[src/mem_cfg_pkg.sv]
`default_nettype none

package mem_cfg_pkg;

    // data path and byte address width.
    localparam int XLEN = 32;

    typedef logic [XLEN-1:0] word_t;

    // byte address, bits [1:0] are ignored.
    typedef logic [XLEN-1:0] addr_t;

    // one bit per data bit. a set bit takes wdata, a clear bit keeps the old bit.
    typedef logic [XLEN-1:0] mask_t;

endpackage

`default_nettype wire

[src/mem_msg_pkg.sv]
`default_nettype none

package mem_msg_pkg;

    // widest row and bank fields any configuration can ask for.
    localparam int ROW_BITS_MAX  = 32;
    localparam int BANK_BITS_MAX = 3;

    typedef enum logic {
        PORT_INST = 1'b0,
        PORT_DATA = 1'b1
    } port_e;

    // queued bank request. the row is zero extended.
    typedef struct packed {
        logic                    write;
        logic [ROW_BITS_MAX-1:0] row;
        mem_cfg_pkg::word_t      wdata;
        mem_cfg_pkg::mask_t      wmask;
    } bank_req_t;

    // one outstanding read, in acceptance order.
    typedef struct packed {
        port_e                    port;
        logic [BANK_BITS_MAX-1:0] bank;
    } order_t;

endpackage

`default_nettype wire

[src/mem_collect.sv]
`timescale 1ns/1ps
`default_nettype none

module mem_collect #(
    parameter int NUM_BANKS   = 4,
    parameter int ORDER_DEPTH = 8
) (
    input  wire logic                         clk,
    input  wire logic                         rst,
    input  wire logic                         ord_push,
    input  wire mem_msg_pkg::port_e           ord_port,
    input  wire logic [$clog2(NUM_BANKS)-1:0] ord_bank,
    output logic                              ord_full,
    input  wire logic [NUM_BANKS-1:0]         resp_valid,
    input  wire mem_cfg_pkg::word_t           resp_data [NUM_BANKS],
    output logic [NUM_BANKS-1:0]              resp_take,
    output mem_cfg_pkg::word_t                inst,
    output logic                              inst_valid,
    output mem_cfg_pkg::word_t                rdata,
    output logic                              rdata_valid
);

    import mem_msg_pkg::*;

    localparam int BANK_BITS = $clog2(NUM_BANKS);

    order_t               in_ord;
    order_t               head;
    logic                 q_empty;
    logic                 hit;
    logic [BANK_BITS-1:0] head_bank;

    assign in_ord.port = ord_port;
    assign in_ord.bank = BANK_BITS_MAX'(ord_bank);

    mem_fifo #(
        .item_t (order_t),
        .DEPTH  (ORDER_DEPTH)
    ) u_order_q (
        .clk       (clk),
        .rst       (rst),
        .push      (ord_push),
        .push_data (in_ord),
        .pop       (hit),
        .head      (head),
        .empty     (q_empty),
        .full      (ord_full)
    );

    // only the oldest read may complete.
    assign head_bank = head.bank[BANK_BITS-1:0];
    assign hit       = !q_empty && resp_valid[head_bank];
    assign resp_take = hit ? (NUM_BANKS'(1) << head_bank) : '0;

    always_ff @(posedge clk) begin
        if (rst) begin
            inst_valid  <= 1'b0;
            rdata_valid <= 1'b0;
        end else begin
            inst_valid  <= hit && (head.port == PORT_INST);
            rdata_valid <= hit && (head.port == PORT_DATA);
        end
    end

    always_ff @(posedge clk) begin
        if (hit && head.port == PORT_INST) inst <= resp_data[head_bank];
        if (hit && head.port == PORT_DATA) rdata <= resp_data[head_bank];
    end

endmodule

`default_nettype wire

[src/mem_fifo.sv]
`timescale 1ns/1ps
`default_nettype none

module mem_fifo #(
    parameter type item_t = logic [7:0],
    parameter int  DEPTH  = 4
) (
    input  wire logic  clk,
    input  wire logic  rst,
    input  wire logic  push,
    input  wire item_t push_data,
    input  wire logic  pop,
    output item_t      head,
    output logic       empty,
    output logic       full
);

    localparam int PTR_BITS = (DEPTH > 1) ? $clog2(DEPTH) : 1;
    localparam int CNT_BITS = $clog2(DEPTH + 1);

    item_t               store [DEPTH];
    logic [PTR_BITS-1:0] wr_ptr;
    logic [PTR_BITS-1:0] rd_ptr;
    logic [CNT_BITS-1:0] count;

    // depth need not be a power of two.
    function automatic logic [PTR_BITS-1:0] next_ptr(input logic [PTR_BITS-1:0] p);
        return (p == PTR_BITS'(DEPTH - 1)) ? '0 : p + 1'b1;
    endfunction

    assign head  = store[rd_ptr];
    assign empty = (count == '0);
    assign full  = (count == CNT_BITS'(DEPTH));

    always_ff @(posedge clk) begin
        if (rst) begin
            wr_ptr <= '0;
            rd_ptr <= '0;
            count  <= '0;
        end else begin
            if (push) wr_ptr <= next_ptr(wr_ptr);
            if (pop) rd_ptr <= next_ptr(rd_ptr);
            case ({push, pop})
                2'b10:   count <= count + 1'b1;
                2'b01:   count <= count - 1'b1;
                default: count <= count;
            endcase
        end
    end

    always_ff @(posedge clk) begin
        if (push) store[wr_ptr] <= push_data;
    end

    a_no_push_full: assert property (@(posedge clk) disable iff (rst) push |-> !full);
    a_no_pop_empty: assert property (@(posedge clk) disable iff (rst) pop |-> !empty);

endmodule

`default_nettype wire

[config.mk]
export PLATFORM = sky130hd
export DESIGN_NAME = mem_collect
export DESIGN_NICKNAME = d
export VERILOG_FILES = /design/src/mem_cfg_pkg.sv /design/src/mem_msg_pkg.sv /design/src/mem_collect.sv /design/src/mem_fifo.sv
export SDC_FILE = /design/constraint.sdc
export NUM_CORES = 1
export LEC_CHECK = 0
export BUFFER_PORTS_ARGS = -buffer_cell sky130_fd_sc_hd__buf_4
export CAP_MARGIN = 20
export CORE_MARGIN = 1.5
export CORE_UTILIZATION = 50
export DETAILED_ROUTE_END_ITERATION = 12
export PLACE_DENSITY = 0.86
export REMOVE_ABC_BUFFERS = 1
export SLEW_MARGIN = 20
export SYNTH_ARGS = -nofsm -noshare
export SYNTH_HDL_FRONTEND = slang
export SYNTH_SLANG_ARGS = --single-unit
[constraint.sdc]
create_clock -name clk -period 7.1 [get_ports clk]
set_clock_uncertainty 0.2 [all_clocks]
set_input_delay 0.355 -clock clk [delete_from_list [all_inputs] [get_ports clk]]
set_output_delay 0.355 -clock clk [all_outputs]
set_load 0.03 [all_outputs]
==> results.py <==
metrics = {
    "clocking": {
        "clk_latency_ps": 360,
        "cts_buffer_depth": 2,
        "cts_buffers": 9,
        "post_cts_buffers": 0,
        "cts_max_level": 3,
        "postCtsResizedCells": 0,
        "ctsHoldBuffers": 0,
        "cts_tree": "yes",
        "cts.clk_slew.worst_paths_ps": 90,
        "clock_sinks": 103,
        "root_buffer": "clkbuf_8",
    },
    "hold_path": {
        "hp-class": "in -> reg",
    },
    "sta": {
        "finalCriticalPeriod_ps": 4510,
        "worst_pin_slew_ps": 980,
        "timing.final.ws_setup_ps": 2590,
        "rsz0062_at_grt": "false",
        "setup_viol": 0,
        "slew_viol_final": 0,
        "final_hold_viol_count": 0,
        "tns_ps": 0,
        "fmaxAchievable_mhz": 222,
        "post-route-period-util": 0.635,
        "relSlewSlack": 0.345,
    },
    "finish": {
        "syn_to_final_growth_pct": 39.0,
        "final_common_cell": "buf_4",
        "final_nets": 683,
        "fillers": 620,
        "drive_above_1_share": 0.435,
        "design_area_sq_mm": 0.00645,
        "mostFrequentLayoutCells": "210 x buf_4, 88 x edfxtp_1, 41 x mux2i_1, 37 x a21oi_1",
        "antennaDiodeCount": 0,
    },
    "place": {
        "gp_congestion": 0.830,
        "port-buffer-count": 208,
        "post_dp_cell_area_sq_mm": 0.00628,
        "post-place-ws_ps": 2630,
        "post-dp-hpwl_um": 9430,
    },
    "die": {
        "start_util": 0.525,
        "rows": 34,
        "ios": 209,
        "fp.dieH_um": 99.4,
        "fp.dieW_um": 99.4,
        "die-area_sq_mm": 0.00987,
        "coreArea_sq_mm": 0.00885,
    },
    "logic_synthesis": {
        "synth-simple-area-share": 0.0951,
        "synth_edf_count": 88,
        "synthMuxAreaShare": 0.127,
        "synth_area_leaders": "edfxtp_1 57%, mux2i_1 9.1%, dfxtp_1 6.5%",
        "yosys.cell_types.count": 33,
        "synth_top_area_cell": "edfxtp_1",
        "synth_fa_ha_area_frac": 0.0189,
        "post_synth_xor_area_fraction": 0.00755,
        "synth_top_family_by_area": "multiplexers",
        "synth_top_area_share": 0.569,
        "synth.avg_cell_area_sq_um": 13.7,
        "syn_inst": 339,
        "async_flop_share": 0,
        "yosys_warnings": 0,
        "synthFlopType": "edfxtp_1",
        "syn_area_sq_mm": 0.00464,
        "synth-seq-area-share": 0.634,
        "synth-compound-area-share": 0.0949,
        "synth-seq-cells": 103,
    },
    "setup_path": {
        "startpoint_type": "register",
        "worstSetupPathType": "reg -> reg",
        "cp-end-kind": "register",
        "cp_slowest_cell": "dfxtp_1",
        "crit_path_cell_trace": "mux4_2 > mux2_4 > mux4_2 > nand2b_1 > inv_2 > ha_1 > xor2_1 > ha_1 > a21oi_1 > xor2_1 > or3_1 > a21oi_1",
        "path_buf_inv": 1,
        "crit_fanout": 67,
        "worstPathArrival_ps": 4600,
        "path_delay_family": "multiplexers",
        "max_stage_delay_ps": 610,
        "crit_required_ps": 7190,
    },
    "detailed_routing": {
        "wl_per_cell_um": 19.1,
        "wl_um": 12400,
        "drc": 0,
        "avgViaCountPerCell": 5.53,
        "drt-initial-drc-count": 184,
        "vias": 3601,
        "drtAntennaViolNets": 0,
        "drt_first_pass_iters": 5,
    },
    "global_routing": {
        "track_usage": 0.252,
        "antenna_found_initial": 0,
        "grt_max_degree": 68,
        "grt.overflow.total": 0,
        "grt_pass1_wl_um": 18800,
        "grt_pass1_vias": 3636,
    },
    "power_and_ir_drop": {
        "p_leak_nw": 2.66,
        "vdd_drop_max_mv": 0.229,
        "powerDensity_mw_per_mm2": 337,
    },
    "flow_run": {
        "cap_violations": 0,
    },
    "status": {
        "status": "complete, no violations",
    },
}
-- per-stage QoR --
| stage | cells | total power (W) | utilization | hold slack [ps] |
|---|---|---|---|---|
| floorplan | 317 | 0.00150 | - | 224 |
| global placement | 635 | 0.00183 | 0.710 | 306 |
| detailed placement | 635 | 0.00186 | 0.710 | 328 |
| CTS | 651 | 0.00218 | 0.729 | 18.3 |
| global route | 651 | 0.00228 | 0.729 | 11.3 |
| finish | 651 | 0.00217 | 0.729 | 32.1 |
-- layout make-up --
class	instances	area (sq um)	area share
flip-flops and latches	103	2940	0.456
multi-input cells	212	1620	0.251
repair buffers	210	1580	0.244
well taps	108	135	0.0209
clock buffers	10	128	0.0198
clock inverters	6	45.0	0.00698
inverters	2	7.51	0.00116
-- worst paths after layout --
path                                          from                         endpoint  slack, ps  depth (start not counted)
hold reg to reg   u_order_q.rd_ptr[2]$_SDFFE_PP0P_                         register        330                          2
hold / removal                         ord_bank[0]  u_order_q.store[7][0]$_DFFE_PP_         30                          1
setup reg to reg                          register  u_order_q.count[2]$_SDFFE_PP0P_       2590                         12
setup / recovery                          register  u_order_q.count[2]$_SDFFE_PP0P_       2590                         12
-- registers in the layout, summed over array words and instances, names as in the netlist, named ones only --
name	cells
inst	32
u_order_q.store	24
rdata	32
inst_valid	1
u_order_q.rd_ptr	3
u_order_q.wr_ptr	3
u_order_q.count	4
rdata_valid	1
-- routing by layer --
metal | GRT usage | vias up | share of wire
met4 | 0.0899 | 0 | 0.033
met5 | 0 | - | 0
met2 | 0.458 | 157 | 0.54
met1 | 0.285 | 1726 | 0.35
met3 | 0.0682 | 28 | 0.072
li1 | - | 1690 | -
-- worst register-to-register path: cells and delay by family (launching register included) --
kind / cells / cell delay [ps]
buf+inv: 1 / 80
flops: 1 / 610
xor+xnor: 2 / 280
mux: 3 / 1830
compound gates: 2 / 300
fa+ha+maj: 2 / 460
simple gates: 2 / 700
-- cells by family (layout without fill, tap and decap cells) --
kind of cell             count (synthesis)  after routing
adder cells (fa/ha/maj)                  7              7
AO/OA/AOI/OAI                           72             72
XOR/XNOR                                 4              4
AND/OR/NAND/NOR                         78             78
multiplexers                            51             51
flip-flops                             103            103
buffers and inverters                   24            228
-- where the power goes --
part           leakage (nW)  switching [W]  internal (W)
sequential            0.923      0.0000626      0.000857
clock                0.0789       0.000194      0.000129
combinational          1.66       0.000583      0.000349
-- Yosys cell counts, drive strengths merged, types with 2 or more instances --
cell,n
ha,7
edfxtp,88
buf,7
xor2,3
nor2,15
nand3b,2
mux2i,42
dfxtp,15
o21ai,3
nand2b,7
inv,2
nand2,4
a211oi,32
and3,4
nor3,6
and2,32
mux2,3
mux4,6
a21oi,37
clkbuf,15
nor2b,3
Note: power is estimated with default switching activity, not from simulation.
