### config.mk
export PLATFORM = sky130hd
export DESIGN_NAME = mem_dispatch
export DESIGN_NICKNAME = d
export VERILOG_FILES = /design/src/mem_cfg_pkg.sv /design/src/mem_msg_pkg.sv /design/src/mem_dispatch.sv
export SDC_FILE = /design/constraint.sdc
export NUM_CORES = 1
export LEC_CHECK = 0
export BUFFER_PORTS_ARGS = -buffer_cell sky130_fd_sc_hd__buf_2
export CORE_MARGIN = 4
export CORE_UTILIZATION = 41
export DETAILED_ROUTE_END_ITERATION = 10
export MAX_ROUTING_LAYER = met4
export PLACE_DENSITY = 0.8
export SLEW_MARGIN = 10
export SYNTH_ARGS = -nofsm -noshare
export SYNTH_HDL_FRONTEND = slang
export SYNTH_SLANG_ARGS = --single-unit
### constraint.sdc
create_clock -name clk -period 3.8 [get_ports clk]
set_clock_uncertainty 0.15 [all_clocks]
set_input_delay 0.19 -clock clk [delete_from_list [all_inputs] [get_ports clk]]
set_output_delay 0.19 -clock clk [all_outputs]
set_load 0.1 [all_outputs]
### src/mem_cfg_pkg.sv
`default_nettype none

package mem_cfg_pkg;

    // data path and byte address width.
    localparam int XLEN = 32;

    typedef logic [XLEN-1:0] word_t;

    // byte address, bits [1:0] are ignored.
    typedef logic [XLEN-1:0] addr_t;

    // one bit per data bit. a set bit takes wdata, a clear bit keeps the old bit.
    typedef logic [XLEN-1:0] mask_t;

endpackage

`default_nettype wire

### src/mem_msg_pkg.sv
`default_nettype none

package mem_msg_pkg;

    // widest row and bank fields any configuration can ask for.
    localparam int ROW_BITS_MAX  = 32;
    localparam int BANK_BITS_MAX = 3;

    typedef enum logic {
        PORT_INST = 1'b0,
        PORT_DATA = 1'b1
    } port_e;

    // queued bank request. the row is zero extended.
    typedef struct packed {
        logic                    write;
        logic [ROW_BITS_MAX-1:0] row;
        mem_cfg_pkg::word_t      wdata;
        mem_cfg_pkg::mask_t      wmask;
    } bank_req_t;

    // one outstanding read, in acceptance order.
    typedef struct packed {
        port_e                    port;
        logic [BANK_BITS_MAX-1:0] bank;
    } order_t;

endpackage

`default_nettype wire

### src/mem_dispatch.sv
`timescale 1ns/1ps
`default_nettype none

module mem_dispatch #(
    parameter int NUM_BANKS = 4,
    parameter int ROWS      = 64,
    parameter int CREDITS   = 2
) (
    input  wire logic                        clk,
    input  wire logic                        rst,
    input  wire logic                        inst_start,
    input  wire mem_cfg_pkg::addr_t          i_addr,
    input  wire logic                        d_cmd_start,
    input  wire logic                        d_cmd_write,
    input  wire mem_cfg_pkg::addr_t          d_addr,
    input  wire mem_cfg_pkg::word_t          wdata,
    input  wire mem_cfg_pkg::mask_t          wmask,
    output logic                             inst_ready,
    output logic                             d_cmd_ready,
    output logic [NUM_BANKS-1:0]             bank_push,
    output logic                             req_write,
    output logic [$clog2(ROWS)-1:0]          req_row,
    output mem_cfg_pkg::word_t               req_wdata,
    output mem_cfg_pkg::mask_t               req_wmask,
    input  wire logic [NUM_BANKS-1:0]        credit_ret,
    output logic                             ord_push,
    output mem_msg_pkg::port_e               ord_port,
    output logic [$clog2(NUM_BANKS)-1:0]     ord_bank,
    input  wire logic                        ord_full
);

    import mem_msg_pkg::*;

    localparam int BANK_BITS = $clog2(NUM_BANKS);
    localparam int ROW_BITS  = $clog2(ROWS);
    localparam int CNT_BITS  = $clog2(CREDITS + 1);

    logic [BANK_BITS-1:0] i_bank;
    logic [BANK_BITS-1:0] d_bank;
    logic [BANK_BITS-1:0] acc_bank;
    logic [ROW_BITS-1:0]  i_row;
    logic [ROW_BITS-1:0]  d_row;
    logic [NUM_BANKS-1:0] has_credit;
    logic [NUM_BANKS-1:0] take;
    logic                 acc_inst;
    logic                 acc_data;
    logic                 accept;
    logic [CNT_BITS-1:0]  credit [NUM_BANKS];

    // word interleave, bank bits sit right above the byte offset.
    assign i_bank = i_addr[2 +: BANK_BITS];
    assign d_bank = d_addr[2 +: BANK_BITS];
    assign i_row  = i_addr[2 + BANK_BITS +: ROW_BITS];
    assign d_row  = d_addr[2 + BANK_BITS +: ROW_BITS];

    // data port wins a tie.
    assign d_cmd_ready = has_credit[d_bank] && (d_cmd_write || !ord_full);
    assign acc_data    = d_cmd_start && d_cmd_ready;
    assign inst_ready  = !acc_data && has_credit[i_bank] && !ord_full;
    assign acc_inst    = inst_start && inst_ready;
    assign accept      = acc_data || acc_inst;
    assign acc_bank    = acc_data ? d_bank : i_bank;

    assign ord_push = acc_inst || (acc_data && !d_cmd_write); // reads only.
    assign ord_port = acc_data ? PORT_DATA : PORT_INST;
    assign ord_bank = acc_bank;

    always_ff @(posedge clk) begin
        if (rst) begin
            bank_push <= '0;
        end else begin
            bank_push <= accept ? (NUM_BANKS'(1) << acc_bank) : '0;
        end
    end

    always_ff @(posedge clk) begin
        if (accept) begin
            req_write <= acc_data && d_cmd_write;
            req_row   <= acc_data ? d_row : i_row;
            req_wdata <= wdata;
            req_wmask <= wmask;
        end
    end

    for (genvar b = 0; b < NUM_BANKS; b++) begin : g_credit
        assign take[b]       = accept && (acc_bank == BANK_BITS'(b));
        assign has_credit[b] = (credit[b] != '0);

        // spent at acceptance, given back when the bank pops.
        always_ff @(posedge clk) begin
            if (rst) begin
                credit[b] <= CNT_BITS'(CREDITS);
            end else if (take[b] && !credit_ret[b]) begin
                credit[b] <= credit[b] - 1'b1;
            end else if (credit_ret[b] && !take[b]) begin
                credit[b] <= credit[b] + 1'b1;
            end
        end

        a_credit_over: assert property (@(posedge clk) disable iff (rst)
            (credit_ret[b] && !take[b]) |-> (credit[b] < CNT_BITS'(CREDITS)));
    end

endmodule

`default_nettype wire

==> results of run 1 <==
[state kept, by name, indices dropped and copies added (netlist names)]
signal     count
req_wdata     32
req_wmask     32
credit         8
req_row        6
bank_push      4
req_write      1
[worst max-delay path, stage by stage (launching register included)]
cell and delay (ns):
edfxtp_1 0.36, inv_1 0.07, ha_1 0.24, mux4_2 0.48, or2_2 0.35, mux2i_1 0.15
buf_2 0.45
[metal layers]
layer / track usage [%] / routed length, um / vias up
li1: - / - / 1202
met1: 21.5 / 3330 / 1205
met2: 38.3 / 5170 / 128
met3: 5.63 / 871 / 10
met4: 5.21 / 93 / 0
met5: - / 0 / -
[worst min-delay path by stage]
stage	start	to	slack (ns)	cells after the start
2_1_floorplan	wdata[0]	req_wdata[0]	0.14	0
3_5_place_dp	wdata[6]	req_wdata[6]	0.22	1
6_report	d_addr[8]	req_row[4]	0.02	2
5_1_grt	d_addr[8]	req_row[4]	0.003	2
3_3_place_gp	wmask[19]	req_wmask[19]	0.22	1
4_1_cts	d_addr[8]	req_row[4]	0.0008	2
[cells by family after synthesis]
| group | share of synthesized area, % |
|---|---|
| DFF | 77.6 |
| and+or+nand+nor | 9.51 |
| AOI/OAI and AO/OA | 3.72 |
| muxes | 5.43 |
| buffers and inverters | 1.98 |
| adders and majority gates | 1.19 |
| xor gates and xnor gates | 0.555 |
[area by class of cell]
| type | instances | area share, % |
|---|---|---|
| clock inverter | 7 | 1.15 |
| multi-input combinational | 88 | 13.0 |
| sequential | 83 | 48.8 |
| timing repair buffer | 242 | 31.3 |
| tap | 99 | 2.47 |
| inverter | 10 | 0.797 |
| clock buffer | 9 | 2.47 |
[synthesized netlist by cell type, types with 2 or more instances]
library cell | count | area, sq um
edfxtp_1 | 79 | 2370
inv_1 | 9 | 33.8
nand2_1 | 9 | 33.8
mux2i_1 | 7 | 70.1
mux2_2 | 6 | 67.6
nor2_1 | 6 | 22.5
and2_1 | 5 | 31.3
nor2b_1 | 5 | 31.3
and3_1 | 4 | 25.0
dfxtp_1 | 4 | 80.1
nand3_1 | 4 | 20.0
nor3_1 | 4 | 20.0
o21ai_0 | 4 | 20.0
ha_1 | 3 | 37.5
nand2b_1 | 3 | 18.8
nor4b_1 | 3 | 26.3
or4_1 | 3 | 22.5
a21o_1 | 2 | 15.0
a21oi_1 | 2 | 10.0
or3_1 | 2 | 12.5
[stage by stage]
| stage | area, sq um | setup WS [ns] | hold slack (ns) | utilization (%) | cells |
|---|---|---|---|---|---|
| final | 5020 | 1.03 | 0.0236 | 68.1 | 538 |
| after global routing | 5020 | 0.876 | 0.00336 | 68.1 | 538 |
| after CTS | 5020 | 0.980 | 0.000831 | 68.1 | 538 |
| after detailed placement | 4120 | 1.08 | 0.218 | 55.9 | 450 |
| after global placement | 4120 | 1.11 | 0.217 | 55.9 | 450 |
| after floorplan | 3160 | 0.0896 | 0.139 | - | 184 |
[power by group]
part / leakage, nW / internal, W / switching (W)
logic: 1.30 / 0.000164 / 0.000649
registers: 0.796 / 0.00110 / 0.0000239
clock network: 0.0886 / 0.000248 / 0.000345
==> flow_metrics.py, run 1 <==
metrics = {
    "status": {
        "status": "finished clean",
    },
    "setup_path": {
        "rr_endpoint": "req_wdata[26]",
        "reg2reg_slack_ns": 1.07,
        "cp-startpoint": "credit[1][0]",
        "cp-end-kind": "output pin",
        "path_max_fanout": 4,
        "worstPathRequired_ns": 3.46,
        "rr_worst_depth": 5,
        "r2r-start": "credit[1][0]",
        "cp.arrival_ns": 2.43,
        "worstSetupEndpoint": "ord_push",
        "start_kind": "register",
        "path_class": "register to output pin",
    },
    "grt": {
        "grt_pass1_wl_mm": 13.4,
        "overflow": 0,
        "grt_usage_pct": 20.6,
        "antenna_found_initial": 0,
        "grt_max_degree": 72,
        "grt_pass1_vias": 2619,
    },
    "cts": {
        "cts.root.buffer_cell": "clkbuf_8",
        "hold_buffers": 72,
        "cts_resized": 0,
        "post_cts_buffers": 0,
        "cts_buffers": 9,
        "h-tree-depth": 3,
        "insertion_delay_ns": 0.34,
        "path_clk_slew_ns": 0.08,
        "cts_tree": "done",
        "cts_sinks": 83,
        "clockBufferDepth": 2,
    },
    "route": {
        "drc": 0,
        "dr.pass1.iters": 4,
        "viasPerCell": 4.73,
        "ant_nets": 0,
        "drt_wl_total_mm": 9.46,
        "drt-initial-drc-count": 115,
        "wl_per_cell_um": 17.6,
        "routed-via-count": 2545,
    },
    "layout": {
        "mostFrequentLayoutCell": "buf_2",
        "multi_input_area_sq_um": 652,
        "drive_gt1_share_pct": 45.3,
        "syn_to_final_growth_pct": 58.9,
        "layout_common_cells": "buf_2 (170), edfxtp_1 (79), dlygate4sd3_1 (72), inv_1 (9), clkbuf_8 (9)",
        "diodes": 0,
        "regArea_sq_mm": 0.00245,
        "nets": 575,
        "nFillCells": 519,
    },
    "sta": {
        "final.period_utilization_pct": 73.0,
        "maxSlewViolCount": 0,
        "max_freq_mhz": 361,
        "fin_crit_ns": 2.77,
        "setup_tns_ns": 0,
        "rsz0062_at_grt": "no",
        "hold_viol_final": 0,
        "worst-slew-pin-transition_ns": 0.910,
        "maxSlewHeadroom_pct": 39.3,
        "finalSetupViolCount": 0,
    },
    "die": {
        "initial_core_util_pct": 42.9,
        "core-area_sq_mm": 0.00737,
        "io_pins": 219,
        "die_w_um": 95.8,
        "dieArea_sq_mm": 0.00917,
        "fp.dieH_um": 95.8,
        "rows": 31,
    },
    "synthesis": {
        "yosys_warnings": 0,
        "netlist_instances": 184,
        "ys_seq_area_share_pct": 77.6,
        "avgSynthCellArea_sq_um": 17.2,
        "synthArstFlopShare_pct": 0,
        "synth_nets": 325,
        "synth_edf_count": 79,
        "yosys_register_bits": 83,
        "synth_ff_type": "edfxtp_1",
        "netlist_area_sq_mm": 0.00316,
        "synth.distinct_cells": 40,
    },
    "power": {
        "power_density_mw_per_mm2": 503,
        "finalPower_w": 0.00253,
        "vdd_drop_max_uv": 211,
        "p_leak_nw": 2.19,
    },
    "hold_path": {
        "hold_path.class": "input pin to register",
    },
    "flow_run": {
        "maxCapViolations": 0,
    },
    "placed_design": {
        "place.gp.congestion": 0.884,
        "io_buffer_count": 170,
        "hpwl_mm": 5.93,
    },
}
No activity file was read; power rests on OpenSTA's default activity.
==> inputs of run 2 (changes only) <==
==> constraint.sdc (replaced) <==
create_clock -name clk -period 2.8 [get_ports clk]
set_clock_uncertainty 0.15 [all_clocks]
set_input_delay 0.14 -clock clk [delete_from_list [all_inputs] [get_ports clk]]
set_output_delay 0.14 -clock clk [all_outputs]
set_load 0.1 [all_outputs]
==> flow_metrics.py, run 2 (synthesis gave the netlist of run 1 again) <==
metrics = {
    "status": {
        "status": "finished clean",
    },
    "grt": {
        "grt_pass1_vias": 2833,
        "grt_pass1_wl_mm": 14.8,
        "grt_usage_pct": 23.1,
        "overflow": 0,
        "grt_max_degree": 51,
        "antenna_found_initial": 1,
    },
    "layout": {
        "nets": 587,
        "nFillCells": 507,
        "final_cells": 551,
        "regArea_sq_mm": 0.00245,
        "reg_top3": "req_wdata: 32 flops, req_wmask: 32 flops, credit: 8 flops",
        "drive_gt1_share_pct": 45.7,
        "multi_input_area_sq_um": 661,
        "mostFrequentLayoutCell": "buf_2",
        "syn_to_final_growth_pct": 64.0,
        "layout_common_cells": "buf_2 (168), edfxtp_1 (79), dlygate4sd3_1 (79), inv_1 (9), clkbuf_8 (9)",
    },
    "setup_path": {
        "path_class": "register to register",
        "cp-end-kind": "register",
        "path_max_fanout": 13,
        "cp.arrival_ns": 2.62,
        "cp-startpoint": "credit[1][0]",
        "worstPathRequired_ns": 2.74,
        "r2r-start": "credit[1][0]",
        "start_kind": "register",
    },
    "power": {
        "power_frac_seq_pct": 42.7,
        "p_leak_nw": 2.25,
        "p_sw_share_pct": 39.4,
        "p_comb_share_pct": 31.9,
        "power.share.clock_pct": 25.4,
        "power_density_mw_per_mm2": 687,
        "vdd_drop_max_uv": 298,
        "internal-power_w": 0.00216,
        "switchingPower_w": 0.00140,
    },
    "route": {
        "drc": 0,
        "drt_wl_total_mm": 10.3,
        "drt-initial-drc-count": 89,
        "viasPerCell": 4.82,
        "dr.pass1.iters": 4,
        "wl_per_cell_um": 18.6,
        "routed-via-count": 2655,
        "ant_nets": 0,
    },
    "cts": {
        "cts_buffers": 9,
        "path_clk_slew_ns": 0.09,
        "h-tree-depth": 3,
        "clockBufferDepth": 2,
        "cts_tree": "done",
        "cts.root.buffer_cell": "clkbuf_8",
        "cts_sinks": 83,
        "insertion_delay_ns": 0.35,
    },
    "sta": {
        "rsz0062_at_grt": "no",
        "hold_viol_final": 0,
        "worst-slew-pin-transition_ns": 0.516,
        "fin_crit_ns": 2.68,
        "finalSetupViolCount": 0,
        "maxSlewHeadroom_pct": 65.8,
        "maxSlewViolCount": 0,
        "timing.hold.ws_ns": 0.0306,
        "max_freq_mhz": 373,
        "final.period_utilization_pct": 95.8,
        "setup_tns_ns": 0,
    },
    "die": {
        "rows": 31,
        "die_w_um": 95.8,
        "initial_core_util_pct": 42.9,
        "dieArea_sq_mm": 0.00917,
        "fp.dieH_um": 95.8,
        "core-area_sq_mm": 0.00737,
        "io_pins": 219,
    },
    "hold_path": {
        "hold_path.class": "input pin to register",
        "hp-start": "d_addr[2]",
    },
    "placed_design": {
        "placedCellCount": 453,
        "place.gp.congestion": 0.845,
        "io_buffer_count": 170,
        "hpwl_mm": 6.10,
    },
    "flow_run": {
        "maxCapViolations": 0,
    },
}
-- run 2: layer usage --
metal,vias up,global-route usage (%),share of wire (%)
li1,1224,-,-
met1,1257,22.0,33
met2,142,43.8,55
met3,32,6.33,8.7
met4,0,8.89,3.3
met5,-,-,0
-- run 2: worst paths after layout --
path / end / cells after the start / slack (ns)
max: req_row[1] / 7 / 0.12
min: bank_push[3] / 3 / 0.03
max reg2reg: req_row[1] / 7 / 0.12
min reg2reg: credit[1][0] / 2 / 0.53
-- run 2: cell type report --
cell class | count | area share, %
clock inverter | 7 | 1.59
antenna | 1 | 0.0483
inverter | 10 | 0.773
tap | 99 | 2.39
clock buffer | 9 | 2.39
timing repair buffer | 254 | 32.7
multi-input combinational | 88 | 12.7
sequential | 83 | 47.3
-- run 2: critical path: stages, from the launching register on --
cell and delay [ns]:
edfxtp_1 0.39, inv_1 0.09, ha_1 0.23, mux2i_1 0.14, a22o_1 0.30, nand2_4 0.18
mux2_2 0.35, dlygate4sd3_1 0.58
-- run 2: timing repair --
item,in CTS,in global routing
hold buffers,79,0
endpoints found under the setup margin,1,2
resized for setup,1,1
buffers inserted,0,2
hold endpoints to repair,74,0
pin swaps,0,1
-- run 2: per-stage QoR --
step | util (%) | cell area [sq um] | setup slack (ns) | power, W
4_1_cts | 70.1 | 5160 | 0.0935 | 0.00352
2_1_floorplan | - | 3170 | -0.105 | 0.00236
3_5_place_dp | 56.5 | 4160 | 0.365 | 0.00257
6_report | 70.3 | 5180 | 0.118 | 0.00356
3_3_place_gp | 56.5 | 4160 | 0.423 | 0.00255
5_1_grt | 70.3 | 5180 | 0.0174 | 0.00368
-- run 2: power groups by stage --
stage | logic [W] | clock network [W] | registers (W)
2_1_floorplan | 0.000189 | 0 | 0.00217
3_3_place_gp | 0.00101 | 0 | 0.00153
3_5_place_dp | 0.00103 | 0 | 0.00154
4_1_cts | 0.00112 | 0.000888 | 0.00151
5_1_grt | 0.00117 | 0.000977 | 0.00153
6_report | 0.00114 | 0.000903 | 0.00152
==> inputs of run 3 (changes only) <==
--- a/config.mk
+++ b/config.mk
@@ -5,12 +5,14 @@
 export SDC_FILE = /design/constraint.sdc
 export NUM_CORES = 1
 export LEC_CHECK = 0
+export ABC_CLOCK_PERIOD_IN_PS = 2800
 export BUFFER_PORTS_ARGS = -buffer_cell sky130_fd_sc_hd__buf_2
 export CORE_MARGIN = 4
 export CORE_UTILIZATION = 41
 export DETAILED_ROUTE_END_ITERATION = 10
+export GPL_TIMING_DRIVEN = 0
 export MAX_ROUTING_LAYER = met4
-export PLACE_DENSITY = 0.8
+export PLACE_DENSITY = 0.83
 export SLEW_MARGIN = 10
 export SYNTH_ARGS = -nofsm -noshare
 export SYNTH_HDL_FRONTEND = slang
==> flow_metrics.py, run 3 (synthesis gave the netlist of run 1 again) <==
metrics = {
    "placed_design": {
        "place.gp.congestion": 0.836,
        "hpwl_mm": 6.19,
        "io_buffer_count": 169,
    },
    "grt": {
        "overflow": 0,
        "globalRoute.busiestLayer": "met2",
        "grt_max_degree": 71,
        "grt_usage_pct": 22.9,
        "gr-usage-met3_pct": 5.71,
        "met2_usage_pct": 42.0,
        "grt_pass1_vias": 2709,
        "grt_pass1_wl_mm": 14.6,
        "met1_usage_pct": 24.1,
        "antenna_found_initial": 0,
    },
    "route": {
        "routed-via-count": 2604,
        "drt-initial-drc-count": 88,
        "dr.pass1.iters": 5,
        "drc": 0,
        "viasPerCell": 4.75,
        "wl_per_cell_um": 18.8,
        "drt_wl_total_mm": 10.3,
        "ant_nets": 0,
    },
    "layout": {
        "syn_to_final_growth_pct": 63.2,
        "mostFrequentLayoutCell": "buf_2",
        "reg_top3": "req_wdata: 32 flops, req_wmask: 32 flops, credit: 8 flops",
        "layout_common_cells": "buf_2 (166), edfxtp_1 (79), dlygate4sd3_1 (79), inv_1 (9), clkbuf_8 (9)",
        "diodes": 0,
        "drive_gt1_share_pct": 45.2,
        "layout.core_utilization_pct": 70.0,
        "nets": 585,
    },
    "power": {
        "power_density_mw_per_mm2": 673,
        "p_leak_nw": 2.24,
        "finalPower_w": 0.00347,
        "vdd_drop_max_uv": 291,
    },
    "setup_path": {
        "max_stage_delay_ns": 0.40,
        "path_class": "register to output pin",
        "rr_worst_depth": 7,
        "worstPathRequired_ns": 2.51,
        "cp.arrival_ns": 2.33,
        "rr_endpoint": "req_row[5]",
        "cp-end-kind": "output pin",
        "start_kind": "register",
        "cp_slowest_cell": "edfxtp_1",
        "r2r-start": "credit[0][0]",
        "reg2reg_slack_ns": 0.26,
        "path_max_fanout": 10,
        "worstPathCellList": "inv_1, ha_1, mux2i_1, a22o_1, nand2_4, buf_4, mux2i_2, buf_6",
    },
    "flow_run": {
        "maxCapViolations": 0,
    },
    "sta": {
        "maxSlewHeadroom_pct": 65.5,
        "fin_crit_ns": 2.62,
        "max_freq_mhz": 381,
        "worst-slew-pin-transition_ns": 0.521,
        "final.period_utilization_pct": 93.7,
        "hold_viol_final": 0,
        "rsz0062_at_grt": "no",
        "maxSlewViolCount": 0,
        "finalSetupViolCount": 0,
    },
    "cts": {
        "cts_buffers": 9,
        "cts_sinks": 83,
        "clockBufferDepth": 2,
        "post_cts_buffers": 0,
        "insertion_delay_ns": 0.34,
        "h-tree-depth": 3,
        "path_clk_slew_ns": 0.09,
        "cts.root.buffer_cell": "clkbuf_8",
        "cts_tree": "done",
    },
    "die": {
        "dieArea_sq_mm": 0.00917,
        "initial_core_util_pct": 42.9,
        "die_w_um": 95.8,
        "io_pins": 219,
        "rows": 31,
        "fp.dieH_um": 95.8,
        "core-area_sq_mm": 0.00737,
    },
    "hold_path": {
        "min_delay_worst_endpoint": "credit[2][1]",
        "hp-start": "credit_ret[2]",
        "hold_depth": 3,
        "hold_path.class": "input pin to register",
    },
    "status": {
        "status": "finished clean",
    },
}
-- run 3: per-stage QoR --
step           instances  TNS (ns)  setup WS, ns  area, sq um  hold WS [ns]
6_report             548         0         0.177         5160        0.0692
5_1_grt              548         0        0.0176         5160        0.0627
4_1_cts              548         0        0.0529         5150        0.0305
3_5_place_dp         453         0         0.352         4170         0.168
3_3_place_gp         452    -25.96        -0.371         4140         0.167
2_1_floorplan        184    -0.407        -0.105         3170        0.0889
-- run 3: worst max path at each step --
stage | startpoint | to | cells past startpoint
5_1_grt | credit[0][0] | ord_push | 8
2_1_floorplan | credit[1][0] | ord_bank[1] | 7
4_1_cts | credit[0][0] | ord_bank[1] | 9
3_3_place_gp | credit[3][0] | req_wdata[9] | 5
3_5_place_dp | credit[0][0] | ord_push | 8
6_report | credit[0][0] | ord_push | 8
-- run 3: layout make-up --
type	instances	area [sq um]
Buffer	3	22.5
Clock buffer	9	124
Clock inverter	7	58.8
Fill cell	515	2210
Inverter	10	40.0
Multi-Input combinational cell	88	661
Sequential cell	83	2450
Tap cell	99	124
Timing Repair Buffer	249	1680
-- run 3: critical path: cells and delay by family (launching register included) --
family | cells | cell delay (ns)
buffers and inverters | 3 | 0.56
DFF | 1 | 0.40
muxes | 2 | 0.39
AOI/OAI and AO/OA | 1 | 0.31
adders and majority gates | 1 | 0.22
and+or+nand+nor | 1 | 0.12
-- run 3: what timing repair did --
action	4_1_cts	5_1_grt
hold buffers	79	0
gates resized for setup	1	4
endpoints found under the setup margin	1	3
endpoints found under the hold margin	72	0
-- run 3: metal layers --
metal	wire [um]	vias to the layer above	share of wire, %
li1	-	1218	-
met1	3690	1241	36
met2	5600	131	54
met3	834	14	8.1
met4	178	0	1.7
met5	0	-	0
-- run 3: power by group --
part / switching [W] / internal [W] / leakage (nW)
registers: 0.0000354 / 0.00149 / 0.796
logic: 0.000893 / 0.000243 / 1.35
clock network: 0.000475 / 0.000338 / 0.0925
total: 0.00140 / 0.00207 / 2.24
